`config.mk`:
```
export PLATFORM = sky130hd
export DESIGN_NAME = qspi_target_top
export DESIGN_NICKNAME = d
export VERILOG_FILES = /design/src/verilog/qspi_pkg.sv /design/src/verilog/qspi_target_top.sv /design/src/verilog/qspi_scratch_regs.sv /design/src/verilog/qspi_device_if.sv /design/src/verilog/sync_3stage.sv
export SDC_FILE = /design/constraint.sdc
export NUM_CORES = 1
export LEC_CHECK = 0
export ABC_AREA = 1
export ABC_CLOCK_PERIOD_IN_PS = 1740
export BUFFER_PORTS_ARGS = -buffer_cell sky130_fd_sc_hd__buf_2
export CAP_MARGIN = 20
export CORE_MARGIN = 4
export CORE_UTILIZATION = 40
export CTS_BUF_LIST = sky130_fd_sc_hd__clkbuf_8
export DETAILED_ROUTE_END_ITERATION = 10
export GPL_ROUTABILITY_DRIVEN = 0
export PLACE_DENSITY = 0.53
export RECOVER_POWER = 50
export SLEW_MARGIN = 20
export SYNTH_ARGS = -nofsm -noshare
export SYNTH_HDL_FRONTEND = slang
export SYNTH_SLANG_ARGS = --single-unit
```
`constraint.sdc`:
```
create_clock -name clk -period 1.74 [get_ports clk]
set_input_delay 0.261 -clock clk [delete_from_list [all_inputs] [get_ports clk]]
set_output_delay 0.261 -clock clk [all_outputs]
set_load 0.1 [all_outputs]
```
`src/verilog/qspi_pkg.sv`:
```
package qspi_pkg;

	//////////////////////////////////////////////////////////////////////
	// Bus and data widths

	typedef logic [3:0] nibble_t;		// One x4 bus beat
	typedef logic [7:0] byte_t;		// Data byte, two beats
	typedef logic [3:0] reg_addr_t;		// Scratch bank index
	typedef logic [3:0] opcode_t;		// Upper instruction nibble

	//////////////////////////////////////////////////////////////////////
	// Protocol constants

	// Instruction is one byte, high nibble first
	localparam int INSN_NIBBLES = 2;

	localparam opcode_t OP_READ  = 4'h1;	// Target drives data
	localparam opcode_t OP_WRITE = 4'h2;	// Host drives data

	// Scratch bank size, pointer wraps here
	localparam int REG_DEPTH = 16;

	//////////////////////////////////////////////////////////////////////
	// Transceiver state machine

	typedef enum logic [2:0] {
		DESELECTED = 3'd0,	// CS# high, bus released
		INSN       = 3'd1,	// Shifting in instruction nibbles
		TURNAROUND = 3'd2,	// One dummy beat before data
		WR_HI      = 3'd3,	// Next rising edge carries high nibble
		WR_LO      = 3'd4,	// Next rising edge completes the byte
		RD_HI      = 3'd5,	// Next falling edge drives high nibble
		RD_LO      = 3'd6	// Next falling edge drives low nibble
	} qspi_state_t;

	// Unused encoding 3'd7 falls into the default arms

endpackage
```
`src/verilog/qspi_target_top.sv`:
```
`timescale 1ns/10ps

module qspi_target_top (
	input  logic              clk,
	input  logic              rst_n,
	input  logic              sck,
	input  logic              cs_n,
	input  qspi_pkg::nibble_t dq_in,	// From the external pad cell
	output qspi_pkg::nibble_t dq_out,	// To the external pad cell
	output qspi_pkg::nibble_t dq_oe		// All ones while driving
);

	import qspi_pkg::*;

	// Transceiver to bank
	logic  insn_valid;
	byte_t insn;
	logic  rd_mode;
	logic  wr_valid;
	byte_t wr_data;
	logic  rd_ready;
	logic  rd_valid;
	byte_t rd_data;

	qspi_device_if u_if (
		.clk        (clk),
		.rst_n      (rst_n),
		.sck        (sck),
		.cs_n       (cs_n),
		.dq_in      (dq_in),
		.dq_out     (dq_out),
		.dq_oe      (dq_oe),
		.insn_valid (insn_valid),
		.insn       (insn),
		.wr_valid   (wr_valid),
		.wr_data    (wr_data),
		.rd_mode    (rd_mode),
		.rd_ready   (rd_ready),
		.rd_valid   (rd_valid),
		.rd_data    (rd_data)
	);

	qspi_scratch_regs u_regs (
		.clk        (clk),
		.rst_n      (rst_n),
		.insn_valid (insn_valid),
		.insn       (insn),
		.rd_mode    (rd_mode),
		.wr_valid   (wr_valid),
		.wr_data    (wr_data),
		.rd_ready   (rd_ready),
		.rd_valid   (rd_valid),
		.rd_data    (rd_data)
	);

endmodule

```
`src/verilog/qspi_scratch_regs.sv`:
```
`timescale 1ns/10ps

module qspi_scratch_regs (
	input  logic            clk,
	input  logic            rst_n,
	input  logic            insn_valid,
	input  qspi_pkg::byte_t insn,
	output logic            rd_mode,		// Combinational from the opcode
	input  logic            wr_valid,
	input  qspi_pkg::byte_t wr_data,
	input  logic            rd_ready,
	output logic            rd_valid,		// One cycle after rd_ready
	output qspi_pkg::byte_t rd_data
);

	import qspi_pkg::*;

	//////////////////////////////////////////////////////////////////////
	// Instruction decode

	opcode_t   opcode;
	reg_addr_t start_addr;

	assign opcode     = insn[7:4];
	assign start_addr = insn[3:0];

	// Only a read turns the bus around toward the host
	assign rd_mode = (opcode == OP_READ);

	//////////////////////////////////////////////////////////////////////
	// Pointer and write enable

	reg_addr_t ptr;			// Next byte to access
	reg_addr_t rd_addr;
	logic      wr_en;		// Current transaction is a write

	// First read lands in the same cycle as insn_valid
	assign rd_addr = insn_valid ? start_addr : ptr;

	always_ff @(posedge clk or negedge rst_n) begin
		if (!rst_n) begin
			ptr   <= '0;
			wr_en <= 1'b0;
		end else if (insn_valid) begin
			wr_en <= (opcode == OP_WRITE);
			// A read consumes the start byte right away
			if (rd_mode)
				ptr <= reg_addr_t'((start_addr + 1) % REG_DEPTH);
			else
				ptr <= start_addr;
		end else if (wr_valid && wr_en) begin
			ptr <= reg_addr_t'((ptr + 1) % REG_DEPTH);	// Wrap at bank end
		end else if (rd_ready) begin
			ptr <= reg_addr_t'((ptr + 1) % REG_DEPTH);
		end
	end

	//////////////////////////////////////////////////////////////////////
	// Byte bank

	byte_t bank [REG_DEPTH];

	// Unknown opcodes leave wr_en low, data is dropped
	always_ff @(posedge clk) begin
		if (wr_valid && wr_en)
			bank[ptr] <= wr_data;
	end

	// Every request is answered on the next cycle
	always_ff @(posedge clk or negedge rst_n) begin
		if (!rst_n) begin
			rd_valid <= 1'b0;
			rd_data  <= '0;
		end else begin
			rd_valid <= rd_ready;
			if (rd_ready)
				rd_data <= bank[rd_addr];
		end
	end

endmodule

```
`src/verilog/qspi_device_if.sv`:
```
`timescale 1ns/10ps

module qspi_device_if (
	input  logic             clk,
	input  logic             rst_n,
	input  logic             sck,
	input  logic             cs_n,
	input  qspi_pkg::nibble_t dq_in,
	output qspi_pkg::nibble_t dq_out,
	output qspi_pkg::nibble_t dq_oe,
	output logic             insn_valid,	// One cycle, insn is complete
	output qspi_pkg::byte_t  insn,
	output logic             wr_valid,	// One cycle, wr_data is complete
	output qspi_pkg::byte_t  wr_data,
	input  logic             rd_mode,	// Valid with insn_valid
	output logic             rd_ready,	// Request for the next read byte
	input  logic             rd_valid,	// One cycle after rd_ready
	input  qspi_pkg::byte_t  rd_data
);

	import qspi_pkg::*;

	//////////////////////////////////////////////////////////////////////
	// Pin synchronizers

	logic    sck_sync;
	logic    cs_n_sync;
	nibble_t dq_sync;

	sync_3stage #(.RST_VAL(1'b0)) u_sync_sck (
		.clk   (clk),
		.rst_n (rst_n),
		.din   (sck),
		.dout  (sck_sync)
	);

	// Chip select idles high
	sync_3stage #(.RST_VAL(1'b1)) u_sync_cs_n (
		.clk   (clk),
		.rst_n (rst_n),
		.din   (cs_n),
		.dout  (cs_n_sync)
	);

	for (genvar i = 0; i < 4; i++) begin : g_dq_sync
		sync_3stage #(.RST_VAL(1'b0)) u_sync_dq (
			.clk   (clk),
			.rst_n (rst_n),
			.din   (dq_in[i]),
			.dout  (dq_sync[i])
		);
	end

	//////////////////////////////////////////////////////////////////////
	// Edge detection

	logic sck_ff;		// SCK one cycle back
	logic cs_n_ff;		// CS# one cycle back
	logic start;		// Registered CS# fall
	logic sck_rising;
	logic sck_falling;

	always_ff @(posedge clk or negedge rst_n) begin
		if (!rst_n) begin
			sck_ff  <= 1'b0;
			cs_n_ff <= 1'b1;
			start   <= 1'b0;
		end else begin
			sck_ff  <= sck_sync;
			cs_n_ff <= cs_n_sync;
			start   <= !cs_n_sync && cs_n_ff;
		end
	end

	assign sck_rising  = sck_sync && !sck_ff;
	assign sck_falling = !sck_sync && sck_ff;

	//////////////////////////////////////////////////////////////////////
	// Read data holding and request

	qspi_state_t state;
	logic [1:0]  insn_count;		// Instruction beats taken so far
	nibble_t     dq_in_ff;		// Nibble of the previous rising edge
	logic        rd_sel;		// rd_mode captured at insn_valid
	byte_t       rd_data_next;		// Last byte from the bank
	byte_t       rd_data_fwd;

	// Bypass so a byte arriving this cycle is usable at once
	assign rd_data_fwd = rd_valid ? rd_data : rd_data_next;

	// First byte with the instruction, then one per low nibble sent
	assign rd_ready = insn_valid || ((state == RD_LO) && sck_falling);

	//////////////////////////////////////////////////////////////////////
	// Main state machine

	always_ff @(posedge clk or negedge rst_n) begin
		if (!rst_n) begin
			state        <= DESELECTED;
			insn_count   <= '0;
			insn         <= '0;
			insn_valid   <= 1'b0;
			wr_valid     <= 1'b0;
			wr_data      <= '0;
			dq_in_ff     <= '0;
			dq_out       <= '0;
			dq_oe        <= '0;		// Bus released out of reset
			rd_sel       <= 1'b0;
			rd_data_next <= '0;
		end else begin
			insn_valid   <= 1'b0;		// Strobes default low
			wr_valid     <= 1'b0;
			rd_data_next <= rd_data_fwd;

			if (insn_valid)
				rd_sel <= rd_mode;

			// Turnaround picks the data direction
			if (state == TURNAROUND) begin
				if (rd_sel && sck_falling) begin
					dq_oe  <= 4'hf;				// Take the bus
					dq_out <= rd_data_fwd[7:4];	// High nibble first
					state  <= RD_LO;
				end else if (!rd_sel && sck_rising) begin
					state <= WR_HI;				// Dummy edge 3
				end
			end

			// Read nibbles change on falling edges
			if (sck_falling) begin
				case (state)
					RD_HI: begin
						dq_out <= rd_data_fwd[7:4];
						state  <= RD_LO;
					end
					RD_LO: begin
						dq_out <= rd_data_fwd[3:0];	// Byte done, next one requested
						state  <= RD_HI;
					end
					default: ;
				endcase
			end

			// Host data is sampled on rising edges
			if (sck_rising) begin
				dq_in_ff <= dq_sync;
				case (state)
					INSN: begin
						insn       <= {insn[3:0], dq_sync};
						insn_count <= insn_count + 2'd1;
						if (insn_count == 2'(INSN_NIBBLES - 1)) begin
							insn_valid <= 1'b1;
							state      <= TURNAROUND;
						end
					end
					WR_HI: state <= WR_LO;		// High nibble kept in dq_in_ff
					WR_LO: begin
						wr_valid <= 1'b1;
						wr_data  <= {dq_in_ff, dq_sync};
						state    <= WR_HI;
					end
					default: ;
				endcase
			end

			// Deselect wins over everything above
			if (cs_n_sync) begin
				state <= DESELECTED;
				dq_oe <= '0;
			end

			// New transaction
			if (start) begin
				state      <= INSN;
				insn_count <= '0;
				insn       <= '0;
				rd_sel     <= 1'b0;
			end
		end
	end

endmodule

```
`src/verilog/sync_3stage.sv`:
```
`timescale 1ns/10ps

module sync_3stage #(
	parameter logic RST_VAL = 1'b0	// Idle level of the pin
) (
	input  logic clk,
	input  logic rst_n,
	input  logic din,		// Asynchronous pin
	output logic dout		// Safe to use in the clk domain
);

	// Stage 0 may go metastable, stages 1 and 2 let it settle
	logic [2:0] sync_q;

	always_ff @(posedge clk or negedge rst_n) begin
		if (!rst_n) begin
			sync_q <= {3{RST_VAL}};			// Start at the idle level
		end else begin
			sync_q <= {sync_q[1:0], din};	// Shift toward the output
		end
	end

	// Three clk cycles from pin to output
	assign dout = sync_q[2];

endmodule

```
# After elaboration in Yosys (flattened, before gate mapping)
# Memories as Yosys holds them, arrays and structs flattened. A register that Yosys moved wholly into a read port is not among the register bits.
# Index checks and enable logic that the tools add are counted.
# Widths: inputs -> output; s select.
# op_classes
add_sub_neg	3
multipliers	0
div_mod_pow	0
n_lt_le_gt_ge	0
n_eq_ne	9
n_shift	0
n_mux	38
bitwise_logic	0
reduce_logical	22
# ops
cell	n
$mux 4	11
$mux 8	4
$mux 3	8
$reduce_bool 2->1	5
$eq 3x3->1 const B	3
$mux 1	9
$pmux 3 s3	1
$add 4x1->4 const B	2
$pmux 4 s2	1
$logic_and 1x1->1	7
$eq 3x2->1 const B	2
$mux 2	3
$pmux 3 s2	1
$reduce_and 2->1	3
$logic_not 1->1	5
$eq 4x1->1 const B	1
$eq 4x2->1 const B	1
$eq 3x1->1 const B	1
$reduce_bool 3->1	1
$add 2x1->2 const B	1
$eq 2x1->1 const B	1
$logic_or 1x1->1	1
# word_totals
reg_bits	71
latch_bits	0
ram_bits	128
rom_bits	0
in_bits	8
word_cells	96
memories	1
# memory_table
name	words	word_bits	read_ports	rd_ports_with_merged_regs	wr	line_no	source
u_regs.bank	16	8	1	1	1	qspi_scratch_regs.sv:61	byte_t bank [REG_DEPTH];

# Longest topological paths before layout
# Gate-level depths: netlist of the first run.
# logic_depth
depth_word	13
depth_mapped	13
depth_no_buf	10

# By module
# A second synthesis of the first run with hierarchy kept.
# hier_totals
hier_cells	854
area_unflattened_um2	8861.0
# by_module_without_submodules
module	n_inst	cells_per_inst	area_per_inst_um2	seq_area_each_um2
qspi_scratch_regs	1	626	6471.2	4194.0
qspi_device_if	1	210	1935.6	1102.3
sync_3stage (u_if.g_dq_sync[0].u_sync_dq ...)	5	3	75.1	75.1
sync_3stage (u_if.u_sync_cs_n)	1	3	78.8	78.8

# Least setup slack after synthesis of the first run
# OpenSTA, ideal clock, no wires.
# synth_timing
path_type	register to output
startpoint	reg u_if.dq_oe[2] (netlist name)
endpoint	out dq_oe[1]
arrival_time_ns	1.373
required_time_ns	1.479
setup_slack_ns	0.106
path_stages_with_launch	2
path_buffers	1
path_cell_list	dfrtp_1 > buf_4
# synth_rtl
item	line_no	source
end: declaration	qspi_target_top.sv:10	output qspi_pkg::nibble_t dq_oe

# Worst setup path after layout of the first run
# layout_timing
startpoint	reg u_if.insn_valid
endpoint	reg u_regs.rd_data[3], read port of u_regs.bank
# layout_between
elab_chain_len	1
elab_cells_between_ends	2
# layout_lines
item	line_no	source
start: declaration	qspi_device_if.sv:11	output logic insn_valid,
start signal: assignment	qspi_device_if.sv:102	insn_valid <= 1'b0;
start signal: assignment	qspi_device_if.sv:111	insn_valid <= 1'b0;
start signal: assignment	qspi_device_if.sv:152	insn_valid <= 1'b1;
$mux 4 or $logic_or 1x1->1 (tied branches)	qspi_scratch_regs.sv:38, qspi_device_if.sv:92	
end: declaration	qspi_scratch_regs.sv:13	output qspi_pkg::byte_t rd_data
# Several ways; a longest one is shown, not always the timed one.
# A chain may end at the register's enable or synchronous reset.

==> flow_summary_export.csv, run 1 <==
group,metric,value,unit
synth,netlist-cell-type-count,34,
status,status,"complete, no violations",
routing,firstDrtPassIters,5,
floorplanning,fp.dieH,157,um
global_routing,globalRouteMet3Util,0.0290,
routing,drc,0,
synth,synth_top_area_share,0.435,
floorplanning,start_util,0.406,
sta,slew_violations,0,
global_routing,grt_pass1_wl,33900,um
global_routing,top_usage_layer,"met2",
clock_tree,clkTransAtPathRegs,0.06,ns
synth,synth_enable_flop_cells,128,
setup_path,path_class,"register to register",
sta,timing.final.crit_share,0.976,
finish,diodes,0,
global_routing,grt_pass1_vias,5849,
sta,min_period,1.70,ns
global_routing,use_met1,0.259,
power_and_ir_drop,cellPowerDensity,1310,nW/um^2
worst_hold_path,hp-class,"register to register",
floorplanning,fp.coreArea,21800,um^2
setup_path,critPathArrivalTime,2.10,ns
sta,timing.fmax,0.589,GHz
routing,routed_wirelength,21700,um
clock_tree,cts_buffers,36,
setup_path,r2r_slack,0.04,ns
synth,syn_area_per_cell,10.4,um^2
global_routing,grt.overflow.total,0,
sta,clock-skew-final,0.0311,ns
global_routing,grt_max_degree,49,
finish,area_delta_synth_final,17.5,%
synth,synth_async_sr_flop_share,0.373,
power_and_ir_drop,ir_drop,0.684,mV
placed_design,io_buffers,15,
sta,rsz0062_at_grt,"true",
routing,ant_nets,0,
placed_design,placed_cell_area,9550,um^2
synth,synth_common_cells,"165 x nand2_1, 164 x nand3_1, 146 x inv_1",
finish,drive_gt1_frac,0.165,
synth,synth_area_leaders,"edfxtp_1 43%, dfrtp_1 20%, nand3_1 9.3%",
global_routing,use_met2,0.279,
sta,setup_viol,0,
global_routing,grt_usage,0.181,
routing,wl_per_cell,17.5,um
synth,yosysMostFrequentCell,"nand2_1",
clock_tree,htreeDepth,2,
routing,viasPerCell,4.88,
sta,hold_violations,0,
routing,via_count,6050,
clock_tree,clockBufferDepth,3,
clock_tree,cts_tree,"done",
floorplanning,dieArea,24500,um^2
clock_tree,cts.sinks,204,
sta,setup_tns,0,ns
sta,postLayoutSetupSlackWorst,0.0411,ns
synth,ys_seq_elements,204,
finish,stdcell_area,10400,um^2
synth,synthFlopType,"edfxtp_1",
synth,synth_area,8840,um^2
placed_design,dp_hpwl,13800,um
placed_design,dp_cells,1167,
power_and_ir_drop,p_leak,4.63,nW
sta,worst_slew_pin_slew,1.08,ns
synth,synth_nets,863,
setup_path,start_kind,"register",
setup_path,cp-end-kind,"register",
synth,synth_top_cell_by_area,"edfxtp_1",
sta,holdWs,0.345,ns
clock_tree,root_buffer,"clkbuf_8",
floorplanning,fp-row-count,54,
floorplanning,fp.dieW,157,um
global_routing,antenna_found_initial,0,
clock_tree,clock_latency,0.52,ns
placed_design,preCtsSetupSlack,0.000731,ns
synth,syn_inst,849,
sta,relSlewSlack,0.277,
setup_path,required,2.14,ns
synth,seq_area_frac_synth,0.651,
finish,finalNonFillerCells,1240,
flow_run,drv_cap,0,
synth,yosys_warnings,0,
floorplanning,io_pins,16,
routing,drt_iter0_drc,491,
setup_path,cp_max_fo,10,
finish,final_nets,949,
-- cell usage in the layout, fill, tap and decap left out, types with 6 or more instances in the layout --
cell	n
nand2_1	164
inv_1	158
nand3_1	147
edfxtp_1	128
dfrtp_1	71
clkbuf_8	42
nor2_1	38
buf_4	34
o21ai_0	27
nand3_2	17
nand3b_1	16
buf_2	14
buf_12	9
nand2_2	7
o22ai_1	7
dlygate4sd3_1	7
clkbuf_1	7
mux2_2	6
a21oi_1	6
ha_1	6
clkbuf_2	6
-- worst paths after layout --
check | from | end | depth (start not counted)
worst max-delay path | u_if.insn_valid$_DFF_PN0_ | u_regs.rd_data[3]$_DFFE_PN0P_ | 11
worst min-delay path | u_if.g_dq_sync[3].u_sync_dq.sync_q[0]$_DFF_PN0_ | u_if.g_dq_sync[3].u_sync_dq.sync_q[1]$_DFF_PN0_ | 0
worst max register to register | u_if.insn_valid$_DFF_PN0_ | u_regs.rd_data[3]$_DFFE_PN0P_ | 11
worst min register to register | u_if.g_dq_sync[3].u_sync_dq.sync_q[0]$_DFF_PN0_ | u_if.g_dq_sync[3].u_sync_dq.sync_q[1]$_DFF_PN0_ | 0
max in group asynchronous | rst_n | u_if.g_dq_sync[3].u_sync_dq.sync_q[1]$_DFF_PN0_ | 3
min in group asynchronous | rst_n | u_if.dq_out[2]$_DFF_PN0_ | 2
-- state kept, by name (all words and copies together) (netlist names), 2 cells and up --
name	flops
u_if.dq_in_ff	4
u_if.dq_out	4
u_if.g_dq_sync.u_sync_dq.sync_q	12
u_if.insn	8
u_if.insn_count	2
u_if.rd_data_next	8
u_if.state	3
u_if.u_sync_cs_n.sync_q	3
u_if.u_sync_sck.sync_q	3
u_if.wr_data	8
u_regs.bank	128
u_regs.ptr	4
u_regs.rd_data	8
-- cells by family (layout without fill, tap and decap cells) --
| logic type | Yosys count | after routing | synth area share |
|---|---|---|---|
| adder cells (fa/ha/maj) | 6 | 6 | 0.00849 |
| AO/OA/AOI/OAI | 52 | 52 | 0.0358 |
| flip-flops | 204 | 204 | 0.651 |
| multiplexers | 7 | 7 | 0.00878 |
| AND/OR/NAND/NOR | 397 | 397 | 0.203 |
| XOR/XNOR | 1 | 1 | 0.000991 |
| buffers and inverters | 182 | 293 | 0.0919 |
-- through the flow --
step                total power, mW  utilization
global route                   14.4        0.477
floorplan                      8.16            -
finish                         13.6        0.477
global placement               9.26        0.439
CTS                            13.4        0.473
detailed placement             9.27        0.439
-- layer usage --
layer | vias up | routed length, um
met5 | - | 0
met4 | 0 | 616
met3 | 45 | 1070
met2 | 177 | 9790
met1 | 2866 | 10200
li1 | 2962 | -
-- critical path: stages, from the launching register on --
cell and delay, ns:
dfrtp_2 0.47, buf_12 0.17, nand2_2 0.08, o21ai_4 0.06, buf_12 0.14, clkbuf_16 0.17
nand3_1 0.12, nand3_1 0.13, nand3_1 0.09, nand2_1 0.06, nand2_1 0.05, nand2_1 0.05
-- area by class of cell --
class	instances	area [um^2]
Clock buffer	42	578
Clock inverter	21	85.1
Fill cell	2016	11400
Inverter	150	566
Multi-Input combinational cell	463	2360
Sequential cell	204	5750
Tap cell	280	350
Timing Repair Buffer	80	693
-- report_power, final --
part	total, mW	switching (mW)	internal, mW
Sequential	5.59	0.213	5.38
Combinational	3.96	2.47	1.48
Clock	4.09	1.90	2.19
-- what timing repair did --
action	in CTS	in global routing
endpoints found under the setup margin	1	13
hold endpoints to repair	34	0
setup buffers	0	1
resized for setup	1	19
pin swaps	0	1
hold buffers	7	0
gates cloned	0	2
No activity file was read; power rests on OpenSTA's default activity.
==> inputs of run 2 (changes only) <==
--- a/config.mk
+++ b/config.mk
@@ -9,12 +9,14 @@
 export ABC_CLOCK_PERIOD_IN_PS = 1740
 export BUFFER_PORTS_ARGS = -buffer_cell sky130_fd_sc_hd__buf_2
 export CAP_MARGIN = 20
+export CELL_PAD_IN_SITES_DETAIL_PLACEMENT = 1
+export CELL_PAD_IN_SITES_GLOBAL_PLACEMENT = 2
 export CORE_MARGIN = 4
 export CORE_UTILIZATION = 40
 export CTS_BUF_LIST = sky130_fd_sc_hd__clkbuf_8
 export DETAILED_ROUTE_END_ITERATION = 10
 export GPL_ROUTABILITY_DRIVEN = 0
-export PLACE_DENSITY = 0.53
+export PLACE_DENSITY = 0.74
 export RECOVER_POWER = 50
 export SLEW_MARGIN = 20
 export SYNTH_ARGS = -nofsm -noshare
==> run 2 against run 1 <==
- clock power is 4.9% higher
- combinational power is 36% higher
- sequential cell count stayed put
- wire length is 26% higher
- largest cell class unchanged
- utilization is 2.7 points higher
- critical path depth is 2 lower
- die area stayed put
- register-to-register slack worse by 0.03 ns
- sequential share of layout area is 2.9 points lower
==> flow_summary_export.csv, run 2 (synthesized netlist as in run 1, its figures left out) <==
group,metric,value,unit
sta,worst_slew_pin_slew,1.16,ns
global_routing,grt.overflow.total,0,
floorplanning,io_pins,16,
finish,drive_gt1_frac,0.212,
floorplanning,fp.dieW,157,um
finish,final_nets,961,
global_routing,antenna_found_initial,1,
setup_path,start_kind,"register",
setup_path,crit_top_cell,"nand2_1",
setup_path,critPathCapture,"u_regs.rd_data[7]$_DFFE_PN0P_",
setup_path,max_stage_delay,0.49,ns
setup_path,crit_path_top_delay_cell,"dfrtp_2",
worst_hold_path,hp-class,"register to register",
sta,hold_violations,0,
routing,firstDrtPassIters,4,
routing,drt_iter0_drc,518,
power_and_ir_drop,cellPowerDensity,1390,nW/um^2
routing,drc,0,
routing,routed_wirelength,27300,um
sta,rsz0062_at_grt,"true",
finish,final_common_cell,"nand2_1",
finish,reg_top3,"u_regs.bank x128, u_if.g_dq_sync.u_sync_dq.sync_q x12",
power_and_ir_drop,combPwrFrac,0.351,
power_and_ir_drop,p_leak,4.89,nW
setup_path,crit_buf_inv,3,
setup_path,reg2reg_depth,9,
placed_design,dp_hpwl,17100,um
sta,setup_tns,0,ns
setup_path,crit_cells,9,
setup_path,crit_family,"buffers and inverters",
routing,ant_nets,0,
floorplanning,dieArea,24500,um^2
worst_hold_path,worstHoldStart,"u_if.u_sync_sck.sync_q[0]$_DFF_PN0_",
clock_tree,cts_tree,"done",
setup_path,critPathArrivalTime,2.12,ns
setup_path,path_class,"register to register",
finish,area_delta_synth_final,24.2,%
floorplanning,fp-row-count,54,
setup_path,cp_max_fo,16,
floorplanning,fp.dieH,157,um
sta,slew_violations,0,
setup_path,cp-end-kind,"register",
clock_tree,clock_latency,0.53,ns
sta,setup_viol,0,
finish,largest_reg_flops,128,
setup_path,r2r_slack,0.01,ns
sta,min_period,1.73,ns
finish,mostFrequentLayoutCells,"161 x nand2_1, 156 x inv_1, 128 x edfxtp_1",
finish,regMostFlops,"u_regs.bank",
clock_tree,cts.sinks,204,
setup_path,reg2reg_from,"u_if.insn_valid$_DFF_PN0_",
setup_path,cp-startpoint,"u_if.insn_valid$_DFF_PN0_",
clock_tree,clkTransAtPathRegs,0.06,ns
clock_tree,htreeDepth,2,
routing,viasPerCell,5.27,
sta,relSlewSlack,0.227,
routing,wl_per_cell,21.8,um
global_routing,grt_usage,0.217,
sta,holdWs,0.343,ns
finish,stdcell_area,11000,um^2
power_and_ir_drop,ir_drop,0.660,mV
finish,diodes,0,
clock_tree,cts_buffers,36,
finish,nFillCells,2370,
power_and_ir_drop,swShare,0.356,
clock_tree,root_buffer,"clkbuf_8",
setup_path,crit_path_cell_trace,"buf_12 -> clkbuf_16 -> o21ai_4 -> buf_12 -> nand3_2 -> nand3_2 -> nand2_1 -> nand2_1 -> nand2_1",
flow_run,drv_cap,0,
setup_path,r2r-end,"u_regs.rd_data[7]$_DFFE_PN0P_",
global_routing,grt_max_degree,41,
floorplanning,start_util,0.406,
status,status,"complete, no violations",
sta,timing.final.crit_share,0.992,
power_and_ir_drop,p_clk_frac,0.280,
routing,via_count,6592,
setup_path,required,2.13,ns
floorplanning,fp.coreArea,21800,um^2
sta,clock-skew-final,0.0248,ns
placed_design,io_buffers,15,
sta,timing.fmax,0.580,GHz
global_routing,grt_pass1_vias,6856,
global_routing,grt_pass1_wl,40400,um
power_and_ir_drop,p_int,9.86,mW
power_and_ir_drop,p_seq_frac,0.368,
placed_design,placed_cell_area,9580,um^2
power_and_ir_drop,p_sw,5.45,mW
clock_tree,clockBufferDepth,3,
==> run 2: cell count changes in the layout (fill, tap and decap cells not counted), moves of 5 or more <==
cell       previous run  this run
nand3_1             147       115
nand3_2              17        47
clkbuf_16             2         9
buf_12                9        14
clkinv_1              5        10
==> run 2: power groups by stage <==
stage | Clock (mW) | Combinational [mW] | Sequential, mW
6_report | 4.29 | 5.38 | 5.64
5_1_grt | 4.67 | 5.77 | 5.66
4_1_cts | 4.42 | 4.25 | 5.61
3_5_place_dp | 0 | 3.96 | 5.70
3_3_place_gp | 0 | 3.88 | 5.69
2_1_floorplan | 0 | 2.52 | 5.64
==> run 2: routing by layer <==
layer	part of all wire	up-vias	global-route usage
met3	0.057	41	0.0404
met4	0.023	0	0.0657
met2	0.48	190	0.350
met5	0	-	0
met1	0.44	3372	0.302
li1	-	2989	-
==> run 2: metrics by stage <==
step | power, mW | instances | utilization | setup slack [ns]
after global placement | 9.57 | 1165 | 0.440 | -0.102
after detailed placement | 9.66 | 1165 | 0.440 | -0.115
after CTS | 14.3 | 1237 | 0.479 | 0.00816
after floorplan | 8.16 | 849 | - | 0.106
after global routing | 16.1 | 1252 | 0.505 | -0.0531
final | 15.3 | 1252 | 0.505 | 0.0145
==> run 2: worst min-delay path by stage <==
stage	endpoint	cells past startpoint	slack [ns]
floorplan	u_if.dq_in_ff[0]$_DFFE_PN0N_	0	-0.03
global placement	u_if.dq_out[0]$_DFF_PN0_	1	0.20
detailed placement	u_if.dq_out[2]$_DFF_PN0_	1	0.22
CTS	u_if.dq_out[3]$_DFF_PN0_	2	0.21
global route	u_if.u_sync_sck.sync_q[1]$_DFF_PN0_	0	0.35
finish	u_if.u_sync_sck.sync_q[1]$_DFF_PN0_	0	0.34
==> run 2: final cells by class <==
cell class | instances | area [um^2] | area share
Clock buffer | 39 | 537 | 0.0489
Multi-Input combinational cell | 463 | 2600 | 0.237
Tap cell | 280 | 350 | 0.0319
Inverter | 150 | 568 | 0.0517
Clock inverter | 24 | 145 | 0.0132
Sequential cell | 204 | 5750 | 0.524
Timing Repair Buffer | 92 | 1020 | 0.0930
==> run 2: repair_timing <==
item	4_1_cts	5_1_grt
gates cloned	2	9
resized for setup	7	69
buffers inserted	0	6
endpoints found under the setup margin	10	27
pin swaps	1	18
endpoints found under the hold margin	32	0
hold buffers	7	0
==> inputs of run 3 (changes only) <==
--- a/config.mk
+++ b/config.mk
@@ -5,7 +5,6 @@
 export SDC_FILE = /design/constraint.sdc
 export NUM_CORES = 1
 export LEC_CHECK = 0
-export ABC_AREA = 1
 export ABC_CLOCK_PERIOD_IN_PS = 1740
 export BUFFER_PORTS_ARGS = -buffer_cell sky130_fd_sc_hd__buf_2
 export CAP_MARGIN = 20
@@ -16,7 +15,7 @@
 export CTS_BUF_LIST = sky130_fd_sc_hd__clkbuf_8
 export DETAILED_ROUTE_END_ITERATION = 10
 export GPL_ROUTABILITY_DRIVEN = 0
-export PLACE_DENSITY = 0.74
+export PLACE_DENSITY = 0.71
 export RECOVER_POWER = 50
 export SLEW_MARGIN = 20
 export SYNTH_ARGS = -nofsm -noshare
==> run 3 against run 2 <==
- the flow now finishes with violations (setup timing)
- clock-buffer cell count grew 2
- first-iteration DRC count decreased by 15%
- final cell count down 3.7%
- utilization rose by 3.1 points
- sequential share of layout area shrank 5.2 points
==> flow_summary_export.csv, run 3 <==
group,metric,value,unit
sta,hold_violations,0,
routing,firstDrtPassIters,5,
routing,viasPerCell,5.62,
routing,ant_nets,0,
setup_path,max_stage_delay,0.42,ns
status,status,"finished, violations left",
sta,relSlewSlack,0.335,
clock_tree,htreeDepth,2,
sta,rsz0062_at_grt,"true",
global_routing,grt_pass1_vias,7181,
placed_design,dp_hpwl,18100,um
setup_path,crit_path_top_delay_cell,"dfrtp_1",
sta,timing.final.crit_share,1.11,
clock_tree,clockBufferDepth,3,
finish,area_delta_synth_final,31.8,%
placed_design,dp_cells,1116,
setup_path,cp-startpoint,"u_regs.ptr[1]$_DFFE_PN0P_",
floorplanning,fp.coreArea,22700,um^2
routing,drc,0,
routing,via_count,6782,
global_routing,antenna_found_initial,0,
floorplanning,fp-row-count,55,
synth,synth_common_cells,"128 x edfxtp_1, 120 x nor2b_1, 72 x dfrtp_1",
finish,final_nets,911,
setup_path,cp_max_fo,7,
synth,syn_area_per_cell,11.9,um^2
routing,routed_wirelength,28200,um
finish,regMostFlops,"u_regs.bank",
sta,clock-skew-final,0.0229,ns
power_and_ir_drop,cellPowerDensity,970,nW/um^2
placed_design,preCtsSetupSlack,-0.586,ns
routing,drt_iter0_drc,442,
finish,reg_top3,"u_regs.bank x128, u_if.g_dq_sync.u_sync_dq.sync_q x12",
clock_tree,cts.sinks,204,
global_routing,grt.overflow.total,0,
finish,final_common_cell,"edfxtp_1",
finish,finalNonFillerCells,1206,
sta,postLayoutSetupSlackWorst,-0.197,ns
worst_hold_path,hp-class,"primary input to async pin",
synth,seq_area_frac_synth,0.623,
synth,yosysMostFrequentCell,"edfxtp_1",
clock_tree,clock_latency,0.53,ns
synth,synth_top_cell_by_area,"edfxtp_1",
synth,ys_seq_elements,204,
flow_run,drv_cap,0,
sta,min_period,1.94,ns
floorplanning,fp.dieH,160,um
finish,largest_reg_flops,128,
sta,slew_violations,0,
power_and_ir_drop,ir_drop,0.559,mV
finish,diodes,0,
synth,syn_inst,775,
global_routing,grt_max_degree,34,
synth,synth_nets,789,
synth,synthFlopType,"edfxtp_1",
floorplanning,start_util,0.407,
placed_design,io_buffers,15,
synth,synth_top_area_share,0.416,
floorplanning,dieArea,25600,um^2
synth,synth_enable_flop_cells,128,
synth,synth_area,9240,um^2
sta,setup_viol,41,
clock_tree,cts_buffers,36,
global_routing,grt_usage,0.211,
synth,netlist-cell-type-count,55,
synth,synth_async_sr_flop_share,0.373,
finish,drive_gt1_frac,0.332,
setup_path,required,2.14,ns
sta,worst_slew_pin_slew,0.998,ns
setup_path,crit_path_cell_trace,"or2_4 -> buf_12 -> buf_12 -> buf_12 -> o22ai_4 -> a221oi_2 -> a21oi_2 -> a31oi_1",
sta,timing.fmax,0.516,GHz
status,violations,"setup timing",
setup_path,start_kind,"register",
global_routing,grt_pass1_wl,42200,um
synth,yosys_warnings,0,
floorplanning,fp.dieW,160,um
setup_path,critPathArrivalTime,2.34,ns
setup_path,reg2reg_from,"u_regs.ptr[1]$_DFFE_PN0P_",
finish,mostFrequentLayoutCells,"128 x edfxtp_1, 105 x nor2b_1, 69 x dfrtp_1",
power_and_ir_drop,p_leak,4.67,nW
synth,synth_area_leaders,"edfxtp_1 42%, dfrtp_1 20%, nor2b_1 8.1%",
clock_tree,root_buffer,"clkbuf_8",
clock_tree,clkTransAtPathRegs,0.06,ns
clock_tree,cts_tree,"done",
routing,wl_per_cell,23.4,um
setup_path,crit_top_cell,"buf_12",
floorplanning,io_pins,16,
setup_path,path_class,"register to register",
setup_path,cp-end-kind,"register",
run 3: cell type report:
class,instances,area (um^2)
Tap cell,285,357
Clock buffer,41,564
Timing Repair Buffer,132,1390
Clock inverter,21,146
Fill cell,2312,10500
Sequential cell,204,5750
Inverter,56,223
Multi-Input combinational cell,467,3740
run 3: metal layers:
layer / track usage / wire length [um] / vias to the layer above
met1: 0.276 / 12000 / 3509
met4: 0.0759 / 962 / 0
met2: 0.357 / 14000 / 155
met5: 0 / 0 / -
met3: 0.0356 / 1280 / 64
li1: - / - / 3054
run 3: worst paths after layout:
check                                                                   to  slack (ns)  cells after the start
max                                          u_regs.rd_data[2]$_DFFE_PN0P_       -0.20                      8
min                                               u_if.dq_out[2]$_DFF_PN0_        0.31                      2
max reg2reg                                  u_regs.rd_data[2]$_DFFE_PN0P_       -0.20                      8
min reg2reg                u_if.g_dq_sync[3].u_sync_dq.sync_q[2]$_DFF_PN0_        0.35                      0
max in group asynchronous                         u_if.insn[5]$_DFFE_PN0P_        0.23                      3
min in group clk           u_if.g_dq_sync[3].u_sync_dq.sync_q[2]$_DFF_PN0_        0.35                      0
run 3: metrics by stage:
step | util | hold WS [ns] | cell area, um^2 | total power [mW] | setup TNS, ns
final | 0.536 | 0.308 | 12200 | 11.8 | -2.35
after global routing | 0.536 | 0.355 | 12200 | 12.3 | -6.97
after CTS | 0.512 | 0.174 | 11600 | 11.7 | -1.16
after detailed placement | 0.456 | 0.204 | 10400 | 7.05 | -10.15
after global placement | 0.456 | 0.195 | 10400 | 6.98 | -7.56
after floorplan | - | -0.0346 | 9300 | 6.39 | -1.06
run 3: report_power, final:
| group | internal [mW] | switching [mW] |
|---|---|---|
| Sequential | 5.34 | 0.219 |
| Clock | 2.45 | 1.94 |
| Combinational | 0.845 | 1.00 |
run 3: cell families (layout without fill, tap and decap cells):
logic type,Yosys count,after routing,share of synthesized area
AND/OR/NAND/NOR,244,244,0.149
flip-flops,204,204,0.623
AO/OA/AOI/OAI,181,181,0.132
buffers and inverters,105,250,0.0485
multiplexers,30,31,0.0350
adder cells (fa/ha/maj),6,6,0.00813
XOR/XNOR,5,5,0.00474
run 3: what timing repair did:
item                                   4_1_cts  5_1_grt
setup endpoints to repair                  120       78
pin swaps                                   25       29
hold buffers                                 7        0
endpoints found under the hold margin       71        0
setup buffers                                2       10
resized for setup                           91       79
gates cloned                                 2        7
run 3: worst max-delay path: cells and delay by family, from the launching register on:
family	cells	cell delay [ns]
compound gates	4	0.67
simple gates	1	0.29
buf+inv	3	0.42
flops	1	0.42
